File: src/verilog/frv_consts.svh
// --------------------------------------------------
// Backend constants shared by packages and RTL
// Bit positions must agree with the decode stage
// encodings of the functional unit and operand masks
// FRV_PIPE_REG_W must equal the packed s3 record
// --------------------------------------------------

`ifndef FRV_CONSTS_SVH
`define FRV_CONSTS_SVH

// --------------------------------------------------
// Data path widths
// --------------------------------------------------
`define FRV_XLEN             32  // Data word width
`define FRV_PIPE_REG_W       178 // rd+pc+uop+fu+size+instr+3 ops+trap

// --------------------------------------------------
// Functional unit one-hot positions
// --------------------------------------------------
`define FRV_P_FU_LSU         2   // Load/store unit
`define FRV_P_FU_CFU         3   // Control flow unit

// Micro-op bit marking an LSU store
`define FRV_LSU_STORE        4

// --------------------------------------------------
// Operand source mask bits
// --------------------------------------------------
`define FRV_DIS_OPRA_RS1     0   // A from rs1
`define FRV_DIS_OPRA_PCIM    1   // A from pc + imm
`define FRV_DIS_OPRA_CSRI    2   // A from CSR immediate
`define FRV_DIS_OPRB_RS2     3   // B from rs2
`define FRV_DIS_OPRB_IMM     4   // B from immediate
`define FRV_DIS_OPRC_RS2     5   // C from rs2
`define FRV_DIS_OPRC_CSRA    6   // C from CSR address
`define FRV_DIS_OPRC_PCIM    7   // C from pc + imm

`endif
File: src/verilog/frv_dispatch_pkg.sv
// --------------------------------------------------
// Backend pipeline field types
// Encodings are owned by decode; dispatch only
// routes them and tests the bits named in the
// constants header
// --------------------------------------------------

`default_nettype none

package frv_dispatch_pkg;

    // Micro-op code within its functional unit
    typedef logic [4:0] uop_t;

    // Functional unit select, one-hot
    typedef logic [4:0] fu_t;

    // Operand source mask
    // Bits 2:0 pick A, 4:3 pick B, 7:5 pick C
    typedef logic [7:0] opr_src_t;

    // Instruction size code
    // 01 = 16-bit, 10 = 32-bit
    typedef logic [1:0] instr_size_t;

endpackage

`default_nettype wire

File: src/verilog/frv_isa_pkg.sv
// --------------------------------------------------
// Architectural types of the RV32 integer ISA
// Data word width follows FRV_XLEN
// --------------------------------------------------

`default_nettype none

`include "frv_consts.svh"

package frv_isa_pkg;

    // Register index, x0..x31
    typedef logic [4:0] reg_addr_t;

    // Register and operand data word
    typedef logic [`FRV_XLEN-1:0] xword_t;

    // Raw instruction encoding, always 32 bits here
    typedef logic [31:0] instr_t;

endpackage

`default_nettype wire

File: src/verilog/frv_stage_ifs.sv
// --------------------------------------------------
// Interfaces inside the dispatch stage
// GPR reads are combinational, same cycle
// Stage input transfers on valid && !busy
// Flush wins over a load at the same edge
// --------------------------------------------------

`timescale 1ns/1ps
`default_nettype none

// --------------------------------------------------
// Register file read port pair
// --------------------------------------------------
interface frv_gpr_rd_if import frv_isa_pkg::*; ();

    reg_addr_t rs1_addr; // Source 1 index
    reg_addr_t rs2_addr; // Source 2 index
    xword_t    rs1_data; // Source 1 value
    xword_t    rs2_data; // Source 2 value

    modport reader (
        output rs1_addr, rs2_addr,
        input  rs1_data, rs2_data
    );

    modport regfile (
        input  rs1_addr, rs2_addr,
        output rs1_data, rs2_data
    );

endinterface

// --------------------------------------------------
// Input side of a pipeline register
// --------------------------------------------------
interface frv_stage_in_if #(
    parameter int RLEN = 32
) ();

    logic [RLEN-1:0] data;  // Record from stage N
    logic            valid; // Record present
    logic            busy;  // Register cannot take it
    logic            flush; // Empty on next edge

    modport source (output data, valid, flush, input busy);
    modport sink   (input data, valid, flush, output busy);

endinterface

`default_nettype wire

File: src/verilog/frv_dispatch_top.sv
// --------------------------------------------------
// Dispatch stage top level, plain ports only
// Connects to decode (s2), execute (s3) and the
// s3/s4 forwarding and GPR writeback buses
// s4 loads are not checked, data is in the GPRs
// --------------------------------------------------

`timescale 1ns/1ps
`default_nettype none

module frv_dispatch_top import frv_isa_pkg::*, frv_dispatch_pkg::*; (
    input  logic        g_clk,        // Core clock
    input  logic        arst_n,       // Async reset, active low
    output logic        s2_p_busy,    // Back-pressure to decode
    input  logic        s2_p_valid,   // Decode output valid
    input  reg_addr_t   s2_rd,
    input  reg_addr_t   s2_rs1,
    input  reg_addr_t   s2_rs2,
    input  xword_t      s2_imm,
    input  xword_t      s2_pc,
    input  uop_t        s2_uop,
    input  fu_t         s2_fu,
    input  logic        s2_trap,
    input  opr_src_t    s2_opr_src,
    input  instr_size_t s2_size,
    input  instr_t      s2_instr,
    input  logic        flush,        // Pipeline flush
    input  reg_addr_t   fwd_s3_rd,    // Execute forwarding
    input  xword_t      fwd_s3_wdata,
    input  logic        fwd_s3_load,
    input  logic        fwd_s3_csr,
    input  reg_addr_t   fwd_s4_rd,    // Writeback forwarding
    input  xword_t      fwd_s4_wdata,
    input  logic        fwd_s4_csr,
    input  logic        gpr_wen,      // Register file write
    input  reg_addr_t   gpr_rd,
    input  xword_t      gpr_wdata,
    output reg_addr_t   s3_rd,        // To execute
    output xword_t      s3_opr_a,
    output xword_t      s3_opr_b,
    output xword_t      s3_opr_c,
    output xword_t      s3_pc,
    output uop_t        s3_uop,
    output fu_t         s3_fu,
    output logic        s3_trap,
    output instr_size_t s3_size,
    output instr_t      s3_instr,
    input  logic        s3_p_busy,    // Execute stalled
    output logic        s3_p_valid    // Record valid for execute
);

    // Names match one to one with the stage ports
    frv_pipeline_dispatch i_dispatch (.*);

endmodule

`default_nettype wire

File: src/verilog/frv_pipeline_dispatch.sv
// --------------------------------------------------
// Dispatch stage, s2 to s3
// Bubbles on a source that needs an s3 load/CSR
// result or an s4 CSR result, no x0 exemption
// Forwarding order is s3, then s4, then GPRs
// One cycle latency through the pipeline register
// Trap flag passes straight through
// --------------------------------------------------

`timescale 1ns/1ps
`default_nettype none

`include "frv_consts.svh"

module frv_pipeline_dispatch import frv_isa_pkg::*, frv_dispatch_pkg::*; (
    input  logic        g_clk,        // Core clock
    input  logic        arst_n,       // Async reset, active low
    output logic        s2_p_busy,    // Stage cannot accept
    input  logic        s2_p_valid,   // Decode output valid
    input  reg_addr_t   s2_rd,        // Destination index
    input  reg_addr_t   s2_rs1,       // Source 1 index
    input  reg_addr_t   s2_rs2,       // Source 2 index
    input  xword_t      s2_imm,       // Decoded immediate
    input  xword_t      s2_pc,        // Program counter
    input  uop_t        s2_uop,       // Micro-op
    input  fu_t         s2_fu,        // Functional unit
    input  logic        s2_trap,      // Raise a trap
    input  opr_src_t    s2_opr_src,   // Operand source mask
    input  instr_size_t s2_size,      // Instruction size
    input  instr_t      s2_instr,     // Instruction word
    input  logic        flush,        // Flush this stage
    input  reg_addr_t   fwd_s3_rd,    // Execute destination
    input  xword_t      fwd_s3_wdata, // Execute result
    input  logic        fwd_s3_load,  // Execute holds a load
    input  logic        fwd_s3_csr,   // Execute holds a CSR op
    input  reg_addr_t   fwd_s4_rd,    // Writeback destination
    input  xword_t      fwd_s4_wdata, // Writeback result
    input  logic        fwd_s4_csr,   // Writeback holds a CSR op
    input  logic        gpr_wen,      // GPR write enable
    input  reg_addr_t   gpr_rd,       // GPR write index
    input  xword_t      gpr_wdata,    // GPR write data
    output reg_addr_t   s3_rd,        // Destination index
    output xword_t      s3_opr_a,     // Operand A
    output xword_t      s3_opr_b,     // Operand B
    output xword_t      s3_opr_c,     // Operand C
    output xword_t      s3_pc,        // Program counter
    output uop_t        s3_uop,       // Micro-op
    output fu_t         s3_fu,        // Functional unit
    output logic        s3_trap,      // Raise a trap
    output instr_size_t s3_size,      // Instruction size
    output instr_t      s3_instr,     // Instruction word
    input  logic        s3_p_busy,    // Execute stalled
    output logic        s3_p_valid    // Record valid for execute
);

    frv_gpr_rd_if                             gpr_if ();  // GPR reads
    frv_stage_in_if #(.RLEN(`FRV_PIPE_REG_W)) pipe_if (); // Into s3 reg

    logic                       dis_bubble;    // RAW hazard on a late result
    logic                       no_rd;         // No writeback for this op
    reg_addr_t                  n_s3_rd;       // Destination after zeroing
    xword_t                     dis_rs1;       // rs1 after forwarding
    xword_t                     dis_rs2;       // rs2 after forwarding
    xword_t                     pc_plus_imm;   // Branch/AUIPC target
    xword_t                     csr_imm;       // zimm from rs1 field
    xword_t                     csr_addr;      // CSR number
    xword_t                     n_s3_opr_a;
    xword_t                     n_s3_opr_b;
    xword_t                     n_s3_opr_c;
    logic [`FRV_PIPE_REG_W-1:0] pipe_reg_out;  // Record out of s3 register

    // --------------------------------------------------
    // Hazard bubbling
    // --------------------------------------------------
    assign dis_bubble = s2_p_valid && (
        ((fwd_s3_load || fwd_s3_csr) && (s2_rs1 == fwd_s3_rd || s2_rs2 == fwd_s3_rd)) ||
        (fwd_s4_csr && (s2_rs1 == fwd_s4_rd || s2_rs2 == fwd_s4_rd)));

    assign s2_p_busy = dis_bubble || pipe_if.busy; // Hold decode on either

    // --------------------------------------------------
    // Operand forwarding
    // --------------------------------------------------
    assign gpr_if.rs1_addr = s2_rs1;
    assign gpr_if.rs2_addr = s2_rs2;

    assign dis_rs1 = (|s2_rs1 && s2_rs1 == fwd_s3_rd) ? fwd_s3_wdata :   // Newest first
                     (|s2_rs1 && s2_rs1 == fwd_s4_rd) ? fwd_s4_wdata :
                                                        gpr_if.rs1_data;
    assign dis_rs2 = (|s2_rs2 && s2_rs2 == fwd_s3_rd) ? fwd_s3_wdata :
                     (|s2_rs2 && s2_rs2 == fwd_s4_rd) ? fwd_s4_wdata :
                                                        gpr_if.rs2_data;

    // --------------------------------------------------
    // Operand assembly
    // --------------------------------------------------
    assign pc_plus_imm = s2_pc + s2_imm;
    assign csr_imm     = {{(`FRV_XLEN-5){1'b0}}, s2_rs1};         // Zero extended
    assign csr_addr    = {{(`FRV_XLEN-12){1'b0}}, s2_imm[31:20]};

    // Each operand ORs every source whose mask bit is set
    assign n_s3_opr_a = ({`FRV_XLEN{s2_opr_src[`FRV_DIS_OPRA_RS1]}}  & dis_rs1)     |
                        ({`FRV_XLEN{s2_opr_src[`FRV_DIS_OPRA_PCIM]}} & pc_plus_imm) |
                        ({`FRV_XLEN{s2_opr_src[`FRV_DIS_OPRA_CSRI]}} & csr_imm);
    assign n_s3_opr_b = ({`FRV_XLEN{s2_opr_src[`FRV_DIS_OPRB_RS2]}}  & dis_rs2)     |
                        ({`FRV_XLEN{s2_opr_src[`FRV_DIS_OPRB_IMM]}}  & s2_imm);
    assign n_s3_opr_c = ({`FRV_XLEN{s2_opr_src[`FRV_DIS_OPRC_RS2]}}  & dis_rs2)     |
                        ({`FRV_XLEN{s2_opr_src[`FRV_DIS_OPRC_CSRA]}} & csr_addr)    |
                        ({`FRV_XLEN{s2_opr_src[`FRV_DIS_OPRC_PCIM]}} & pc_plus_imm);

    // Stores and conditional branches write nothing, keep them off the forward path
    assign no_rd   = (s2_fu[`FRV_P_FU_LSU] && s2_uop[`FRV_LSU_STORE]) ||
                     (s2_fu[`FRV_P_FU_CFU] && s2_uop[4:3] == 2'b00);
    assign n_s3_rd = no_rd ? 5'd0 : s2_rd;

    // --------------------------------------------------
    // Pipeline register into s3
    // --------------------------------------------------
    assign pipe_if.valid = s2_p_valid;
    assign pipe_if.flush = flush || (dis_bubble && !pipe_if.busy); // Bubble in
    assign pipe_if.data  = {n_s3_rd, s2_pc, s2_uop, s2_fu, s2_size, s2_instr,
                            n_s3_opr_a, n_s3_opr_b, n_s3_opr_c, s2_trap};

    assign {s3_rd, s3_pc, s3_uop, s3_fu, s3_size, s3_instr,
            s3_opr_a, s3_opr_b, s3_opr_c, s3_trap} = pipe_reg_out;

    frv_gprs i_gprs (
        .g_clk   (g_clk),
        .arst_n  (arst_n),
        .rd_port (gpr_if.regfile),
        .rd_wen  (gpr_wen),
        .rd_addr (gpr_rd),
        .rd_data (gpr_wdata)
    );

    frv_pipeline_register #(
        .RLEN (`FRV_PIPE_REG_W)
    ) i_dispatch_pipe_reg (
        .g_clk   (g_clk),
        .arst_n  (arst_n),
        .in_port (pipe_if.sink),
        .o_data  (pipe_reg_out),
        .o_valid (s3_p_valid),
        .i_busy  (s3_p_busy)
    );

    // Decode must never ask for two operand A sources
    a_opra_onehot: assert property (
        @(posedge g_clk) disable iff (!arst_n)
        s2_p_valid |-> $onehot0(s2_opr_src[`FRV_DIS_OPRA_CSRI:`FRV_DIS_OPRA_RS1])
    ) else $error("Error: s2_opr_src operand A select 0x%h", s2_opr_src);

endmodule

`default_nettype wire

File: src/verilog/frv_pipeline_register.sv
// --------------------------------------------------
// Single entry valid/busy pipeline register
// Loads when empty or when stage N+1 is not busy
// busy to stage N = o_valid && i_busy
// Flush clears valid only, data is left as is
// RLEN must match the connected interface width
// --------------------------------------------------

`timescale 1ns/1ps
`default_nettype none

module frv_pipeline_register #(
    parameter int RLEN = 32               // Record width
) (
    input  logic            g_clk,        // Core clock
    input  logic            arst_n,       // Async reset, active low
    frv_stage_in_if.sink    in_port,      // From stage N
    output logic [RLEN-1:0] o_data,       // To stage N+1
    output logic            o_valid,      // Record held for stage N+1
    input  logic            i_busy        // Stage N+1 stalled
);

    logic load_en; // Register can take a new record

    // Holding data that cannot leave
    assign in_port.busy = o_valid && i_busy;
    assign load_en      = !in_port.busy;

    // --------------------------------------------------
    // Valid and payload
    // --------------------------------------------------
    always_ff @(posedge g_clk or negedge arst_n) begin
        if (!arst_n) begin
            o_valid <= 1'b0;
            o_data  <= '0;
        end else if (in_port.flush) begin
            o_valid <= 1'b0;                 // Flush beats a load
        end else if (load_en) begin
            o_valid <= in_port.valid;        // Empty when nothing offered
            if (in_port.valid) begin
                o_data <= in_port.data;
            end
        end
    end

endmodule

`default_nettype wire

File: src/verilog/frv_gprs.sv
// --------------------------------------------------
// 32 x XLEN general purpose register file
// Two combinational reads, one write per cycle
// No write-through: a write is seen next cycle
// x0 reads as zero, writes to it are dropped
// --------------------------------------------------

`timescale 1ns/1ps
`default_nettype none

module frv_gprs import frv_isa_pkg::*; (
    input  logic                 g_clk,   // Core clock
    input  logic                 arst_n,  // Async reset, active low
    frv_gpr_rd_if.regfile        rd_port, // Read ports to dispatch
    input  logic                 rd_wen,  // Write enable
    input  reg_addr_t            rd_addr, // Write index
    input  xword_t               rd_data  // Write value
);

    xword_t regs [1:31]; // x1..x31, x0 not stored

    // --------------------------------------------------
    // Write port
    // --------------------------------------------------
    always_ff @(posedge g_clk or negedge arst_n) begin
        if (!arst_n) begin
            for (int i = 1; i < 32; i++) begin
                regs[i] <= '0;                    // All registers start at 0
            end
        end else if (rd_wen && (rd_addr != 5'd0)) begin
            regs[rd_addr] <= rd_data;             // x0 writes ignored
        end
    end

    // --------------------------------------------------
    // Read ports
    // --------------------------------------------------
    assign rd_port.rs1_data = (rd_port.rs1_addr == 5'd0) ? '0 :
                              regs[rd_port.rs1_addr];     // x0 hardwired
    assign rd_port.rs2_data = (rd_port.rs2_addr == 5'd0) ? '0 :
                              regs[rd_port.rs2_addr];

    // Writeback must never present an X index with enable set
    a_wr_addr_known: assert property (
        @(posedge g_clk) disable iff (!arst_n)
        rd_wen |-> !$isunknown(rd_addr)
    ) else $error("Error: gpr write address unknown with rd_wen high");

endmodule

`default_nettype wire

File: config.mk
export PLATFORM = sky130hd
export DESIGN_NAME = frv_dispatch_top
export DESIGN_NICKNAME = d
export VERILOG_FILES = /design/src/verilog/frv_dispatch_pkg.sv /design/src/verilog/frv_isa_pkg.sv /design/src/verilog/frv_stage_ifs.sv /design/src/verilog/frv_dispatch_top.sv /design/src/verilog/frv_pipeline_dispatch.sv /design/src/verilog/frv_pipeline_register.sv /design/src/verilog/frv_gprs.sv
export VERILOG_INCLUDE_DIRS = /design/src /design/src/verilog
export SDC_FILE = /design/constraint.sdc
export NUM_CORES = 2
export LEC_CHECK = 0
export ABC_CLOCK_PERIOD_IN_PS = 5400
export BUFFER_PORTS_ARGS = -buffer_cell sky130_fd_sc_hd__buf_2
export CAP_MARGIN = 0
export CORE_MARGIN = 3
export CORE_UTILIZATION = 28
export CTS_BUF_LIST = sky130_fd_sc_hd__clkbuf_8
export DETAILED_ROUTE_END_ITERATION = 16
export SLEW_MARGIN = 20
export SYNTH_ARGS = -nofsm -noshare
export SYNTH_HDL_FRONTEND = slang
export SYNTH_HIERARCHICAL = 1
export SYNTH_SLANG_ARGS = --single-unit
File: constraint.sdc
create_clock -name g_clk -period 5.4 [get_ports g_clk]
set_clock_uncertainty 0.05 [all_clocks]
set_input_delay 1.08 -clock g_clk [delete_from_list [all_inputs] [get_ports g_clk]]
set_output_delay 1.08 -clock g_clk [all_outputs]
set_load 0.02 [all_outputs]
# Word-level counts from Yosys, hierarchy flattened
# Cells that the tools add are included.
# W data, S select, Z words.
[word_totals]
latch_bits = 0
input_bits = 252
ff_bits = 1171
mem_count = 0
elab_cells = 107
mem_bits_rw = 0
romBits = 0
[classes]
n_addsub = 1
order_cmp = 4
multipliers = 0
n_div = 0
n_reduce_logical = 28
n_shift = 0
bitwise_logic = 18
n_mux = 18
eq_ne = 5
[op_table]
columns = ["cell", "n"]
rows = [
  ["$bwmux W992", 1],
  ["$mux W32", 11],
  ["$bmux W32 S5", 2],
  ["$and A32 B32 Y32", 6],
  ["$demux W32 S5", 1],
  ["$or A32 B32 Y32", 5],
  ["$add A32 B32 Y32", 1],
  ["$and A32 B12 Y32", 1],
  ["$and A32 B5 Y32", 1],
  ["$eq A5 B5 Y1", 4],
  ["$ge A6 B6 Y1 const B", 3],
  ["$not A5 Y6", 3],
  ["$logic_and A1 B1 Y1", 13],
  ["$logic_not A5 Y1", 2],
  ["$reduce_or A5 Y1", 2],
  ["$logic_or A1 B1 Y1", 7],
  ["$lt A6 B1 Y1 const B", 1],
  ["$mux W5", 1],
  ["$reduce_bool A5 Y1", 1],
  ["$reduce_and A3 Y1", 1],
  ["$logic_not A2 Y1", 1],
  ["$mux W1", 2],
  ["$ne A2 B2 Y1 const B", 1],
  ["$not A1 Y1", 2],
  ["$logic_not A1 Y1", 1],
]

# Depth between registers and ports, before layout
[logic_depth]
word_depth = 10
depth_mapped = 15

# Cells and area by module
# Netlist, hierarchy kept.
[by_module_without_submodules]
columns = ["mod", "n_inst", "cells_each", "seq_area_each_um2", "area_each_um2"]
rows = [
  ["frv_gprs", 1, 3666, 24823.8, 53488.8],
  ["frv_pipeline_register", 1, 381, 4479.3, 7075.5],
  ["frv_pipeline_dispatch", 1, 645, 0.0, 4405.5],
]

# Least setup slack after synthesis
# No wires, ideal clock.
[synth_path]
kind = "input port to flip-flop"
startpoint = "in s2_imm[0]"
endpoint = "reg i_dispatch.i_dispatch_pipe_reg.o_data[31]"
setup_time_ns = 0.125
arrival_time_ns = 3.436
cell_stages = 12
required_time_ns = 5.225
path_slack_ns = 1.789
cell_sequence = "ha_1 -> inv_1 -> fa_1 -> nand2b_1 -> a21oi_2 -> o21ai_1 -> and2_4 -> a211o_1 -> a2111oi_4 -> o21ai_2 -> a32o_1 -> mux2_2"
[synth_via]
elab_chain_len = 3
[synth_lines]
columns = ["item", "line_no", "rtl"]
rows = [
  ["from (decl)", "frv_dispatch_top.sv:19", "input xword_t s2_imm,"],
  ["$add A32 B32 Y32", "frv_pipeline_dispatch.sv:97", "assign pc_plus_imm = s2_pc + s2_imm;"],
  ["$and A32 B32 Y32", "frv_pipeline_dispatch.sv:109", "({`FRV_XLEN{s2_opr_src[`FRV_DIS_OPRC_PCIM]}} & pc_plus_imm);"],
  ["$or A32 B32 Y32", "frv_pipeline_dispatch.sv:107", "assign n_s3_opr_c = ({`FRV_XLEN{s2_opr_src[`FRV_DIS_OPRC_RS2]}} & dis_rs2) |"],
  ["via i_dispatch.n_s3_opr_c[30]", "frv_pipeline_dispatch.sv:69", "xword_t n_s3_opr_c;"],
  ["to (signal assigned)", "frv_pipeline_register.sv:41", "o_data <= in_port.data;"],
  ["to (decl)", "frv_pipeline_register.sv:18", "output logic [RLEN-1:0] o_data,"],
]
# The timed path passes the listed nets, and every way through them passes these cells.
# A chain may end at the register's enable or synchronous reset.

# Worst setup path after layout
[layout_path]
startpoint = "in s2_rs1[3]"
endpoint = "out s2_p_busy"
[layout_via]
elab_chain_len = 6
elab_cells_between_ends = 9
cone_classes = "2 x eq/ne; 7 x reduce/logical"
[layout_lines]
columns = ["item", "line_no", "rtl"]
rows = [
  ["from (decl)", "frv_dispatch_top.sv:17", "input reg_addr_t s2_rs1,"],
  ["$eq A5 B5 Y1, on equally long branches", "frv_pipeline_dispatch.sv:76, frv_pipeline_dispatch.sv:77", ""],
  ["$logic_or A1 B1 Y1, on equally long branches", "frv_pipeline_dispatch.sv:76, frv_pipeline_dispatch.sv:77", ""],
  ["$logic_and A1 B1 Y1, on equally long branches", "frv_pipeline_dispatch.sv:76, frv_pipeline_dispatch.sv:77", ""],
  ["$logic_or A1 B1 Y1 (*)", "frv_pipeline_dispatch.sv:76", "((fwd_s3_load || fwd_s3_csr) && (s2_rs1 == fwd_s3_rd || s2_rs2 == fwd_s3_rd)) ||"],
  ["$logic_and A1 B1 Y1 (*)", "frv_pipeline_dispatch.sv:75", "assign dis_bubble = s2_p_valid && ("],
  ["$logic_or A1 B1 Y1 (*)", "frv_pipeline_dispatch.sv:79", "assign s2_p_busy = dis_bubble || pipe_if.busy;"],
  ["to (decl)", "frv_dispatch_top.sv:14", "output logic s2_p_busy,"],
]
# Every way passes the cells marked *; elsewhere a longest branch is shown, timed or not.

==> flow_summary.yaml <==
run_status:
  status: "finished clean"
final_layout:
  drive_above_1_share: 0.475
  nets: 5293
  stdcell_area_um2: 74600
  final_cell_mix: "dfrtp_1 (1171), mux2_2 (1021), buf_2 (421)"
  area_growth_pct: 14.8
  layout_commonest_cell: "dfrtp_1"
  fill_cells: 22784
global_routing:
  antenna_found_initial: 57
  grt.overflow.total: 0
  grt_first_pass_wirelength_um: 342000
  grtUsageTotal: 0.196
  grt_pass1_vias: 46796
  grt_max_degree: 187
critical_path:
  critPathKind: "in2out"
  end_kind: "output port"
  slowest_stage: "a21boi_0"
  worst_path_largest_cell_delay_ps: 920
  crit_required_ps: 4270
  crit_fanout: 18
  worstPathCellList: "buf_2, xor2_1, nor3_1, nand3_1, a21boi_0, o21ai_0, nand2b_1, buf_2"
  crit_arrival_ps: 3800
  crit_top_cell: "buf_2"
  critPathLaunchType: "input pin"
  reg2regPathDepth: 10
logic_synthesis:
  yosys_warnings: 6
  synth.net_count: 4976
  syn_inst: 4692
  ys_ff_latch: 1171
  ys_async_sr_fraction: 1.00
  yosysSeqAreaShare: 0.451
  avgSynthCellArea_um2: 13.8
  synth_cell_types: 72
  syn_area_um2: 65000
  synth_ff_type: "dfrtp_1"
  synth-edff-count: 0
sta:
  tightest_slew_ps: 1130
  setup_viol: 0
  hold_viol_final: 0
  slew-limit-headroom: 0.237
  drv_slew: 0
  clock.fmax_ghz: 0.203
  rsz0062_at_grt: "false"
  period_share: 0.914
  setup_ws_ps: 465
  min_period_ps: 4930
  tns_ps: 0
  hold_slack_ps: 88.8
floorplan:
  dieWidth_um: 488
  rows: 176
  start_util: 0.282
  dieArea_um2: 238000
  die_h_um: 488
  core_area_um2: 230000
  ios: 432
routing:
  avgViaCountPerCell: 5.47
  drt_wl_total_um: 239000
  drt_iter0_drc: 3829
  dr.pass1.iters: 8
  drc: 0
  ant_nets: 0
  dr_total_vias: 44912
  wire_per_inst_um: 29.2
clock_network:
  htree_levels: 4
  cts-root-buf: "clkbuf_8"
  cts_tree: "built"
  cts-resized-gates: 0
  post_cts_buffers: 0
  insertion_delay_ps: 930
  clock-sinks: 1171
  cts_max_path_buffers: 3
  clk_pin_slew_ps: 60
  cts_buffers: 189
  cts_hold_buffers: 0
power_and_ir_drop:
  p_comb_frac: 0.251
  power_density_nw_per_um2: 355
  p_leak_nw: 32.7
  vdd_drop_max_uv: 162
  p_int_w: 0.0182
  switchingPower_w: 0.00825
  power.share.sequential: 0.449
  switching_share: 0.311
  clkPwrFrac: 0.300
hold_path:
  min-delay-path-class: "in2async"
placed_design:
  dpl_cell_area_um2: 70700
  port_buffers: 431
  dp_worst_setup_slack_ps: 609
  dp_hpwl_um: 156000
  gp_congestion: 0.891
flow_run:
  maxCapViolCount: 0
[synthesized netlist by cell type, types with 24 or more instances]
cell type,count,area share
nor3_1,50,0.0039
a221oi_1,57,0.0077
buf_1,58,0.0034
nor2_1,84,0.0049
buf_2,135,0.010
inv_1,26,0.0015
nand2_1,181,0.010
a22o_1,77,0.010
mux4_2,401,0.14
dfrtp_1,1171,0.45
clkbuf_1,217,0.013
a21oi_1,71,0.0055
mux2_2,1021,0.18
o211ai_1,40,0.0046
a31oi_1,38,0.0037
mux2_1,150,0.026
ha_1,31,0.0060
o21ai_1,51,0.0039
buf_6,30,0.0052
o21ai_0,76,0.0059
mux2i_1,260,0.040
mux2_4,104,0.024
a21o_1,24,0.0028
xnor2_1,26,0.0035
nor2b_1,83,0.0080
[metal layers]
layer  vias up  GRT usage  routed length (um)
li1      18552          -                   -
met1     23703      0.242               95700
met2      2028      0.313              111000
met3       591     0.0544               20000
met4        38      0.102               12800
met5         -          0                 261
[worst max-delay path: cells and delay by family]
kind                   cells  cell delay, ps
AND/OR/NAND/NOR            3             620
AO/OA/AOI/OAI              2            1180
buffers and inverters      2             760
XOR/XNOR                   1             140
[logic make-up after synthesis]
kind of cell,after synthesis,synth area share
compound gates,547,0.0605
xor+xnor,45,0.00607
fa+ha+maj,32,0.00628
buf+inv,487,0.0355
flops,1171,0.451
mux,1936,0.406
simple gates,474,0.0346
[registers in the layout, indices dropped and copies added (netlist names)]
name / count
i_dispatch/i_gprs/regs: 992
i_dispatch/i_dispatch_pipe_reg/o_data: 178
i_dispatch/i_dispatch_pipe_reg/o_valid: 1
[final cells by class]
class	instances	area, um^2	area share
diodes	27	67.6	0.000906
clock buffers	238	3280	0.0439
clock inverters	97	577	0.00773
inverters	26	97.6	0.00131
multi-input cells	3034	33600	0.450
flip-flops and latches	1171	29300	0.393
well taps	3026	3790	0.0507
repair buffers	587	3910	0.0524
[power by group through the flow]
stage | registers, W | logic, W | clock network, W
floorplan | 0.0119 | 0.00435 | 0
finish | 0.0119 | 0.00665 | 0.00795
global route | 0.0121 | 0.00710 | 0.00849
CTS | 0.0119 | 0.00665 | 0.00814
global placement | 0.0119 | 0.00652 | 0
detailed placement | 0.0120 | 0.00663 | 0
[per-stage QoR]
step	utilization	power, W	std cells
after global routing	0.324	0.0277	8187
after detailed placement	0.307	0.0186	7844
final	0.324	0.0265	8206
after floorplan	-	0.0163	4692
after CTS	0.324	0.0266	8179
after global placement	0.307	0.0184	7844
[worst paths after layout]
kind                                                                  from                                    endpoint  slack, ps
worst max-delay path                                             s2_rs1[3]                                   s2_p_busy        470
worst min-delay path                                                arst_n                 i_dispatch/i_gprs/regs[399]         90
worst max register to register                 i_dispatch/i_gprs/regs[739]   i_dispatch/i_dispatch_pipe_reg/o_data[68]       2290
worst min register to register  i_dispatch/i_dispatch_pipe_reg/o_data[162]  i_dispatch/i_dispatch_pipe_reg/o_data[162]        450
max in group asynchronous                                           arst_n                 i_dispatch/i_gprs/regs[295]       3690
min in group g_clk                                            s2_instr[20]  i_dispatch/i_dispatch_pipe_reg/o_data[117]        350
(Power assumes the default switching activity.)
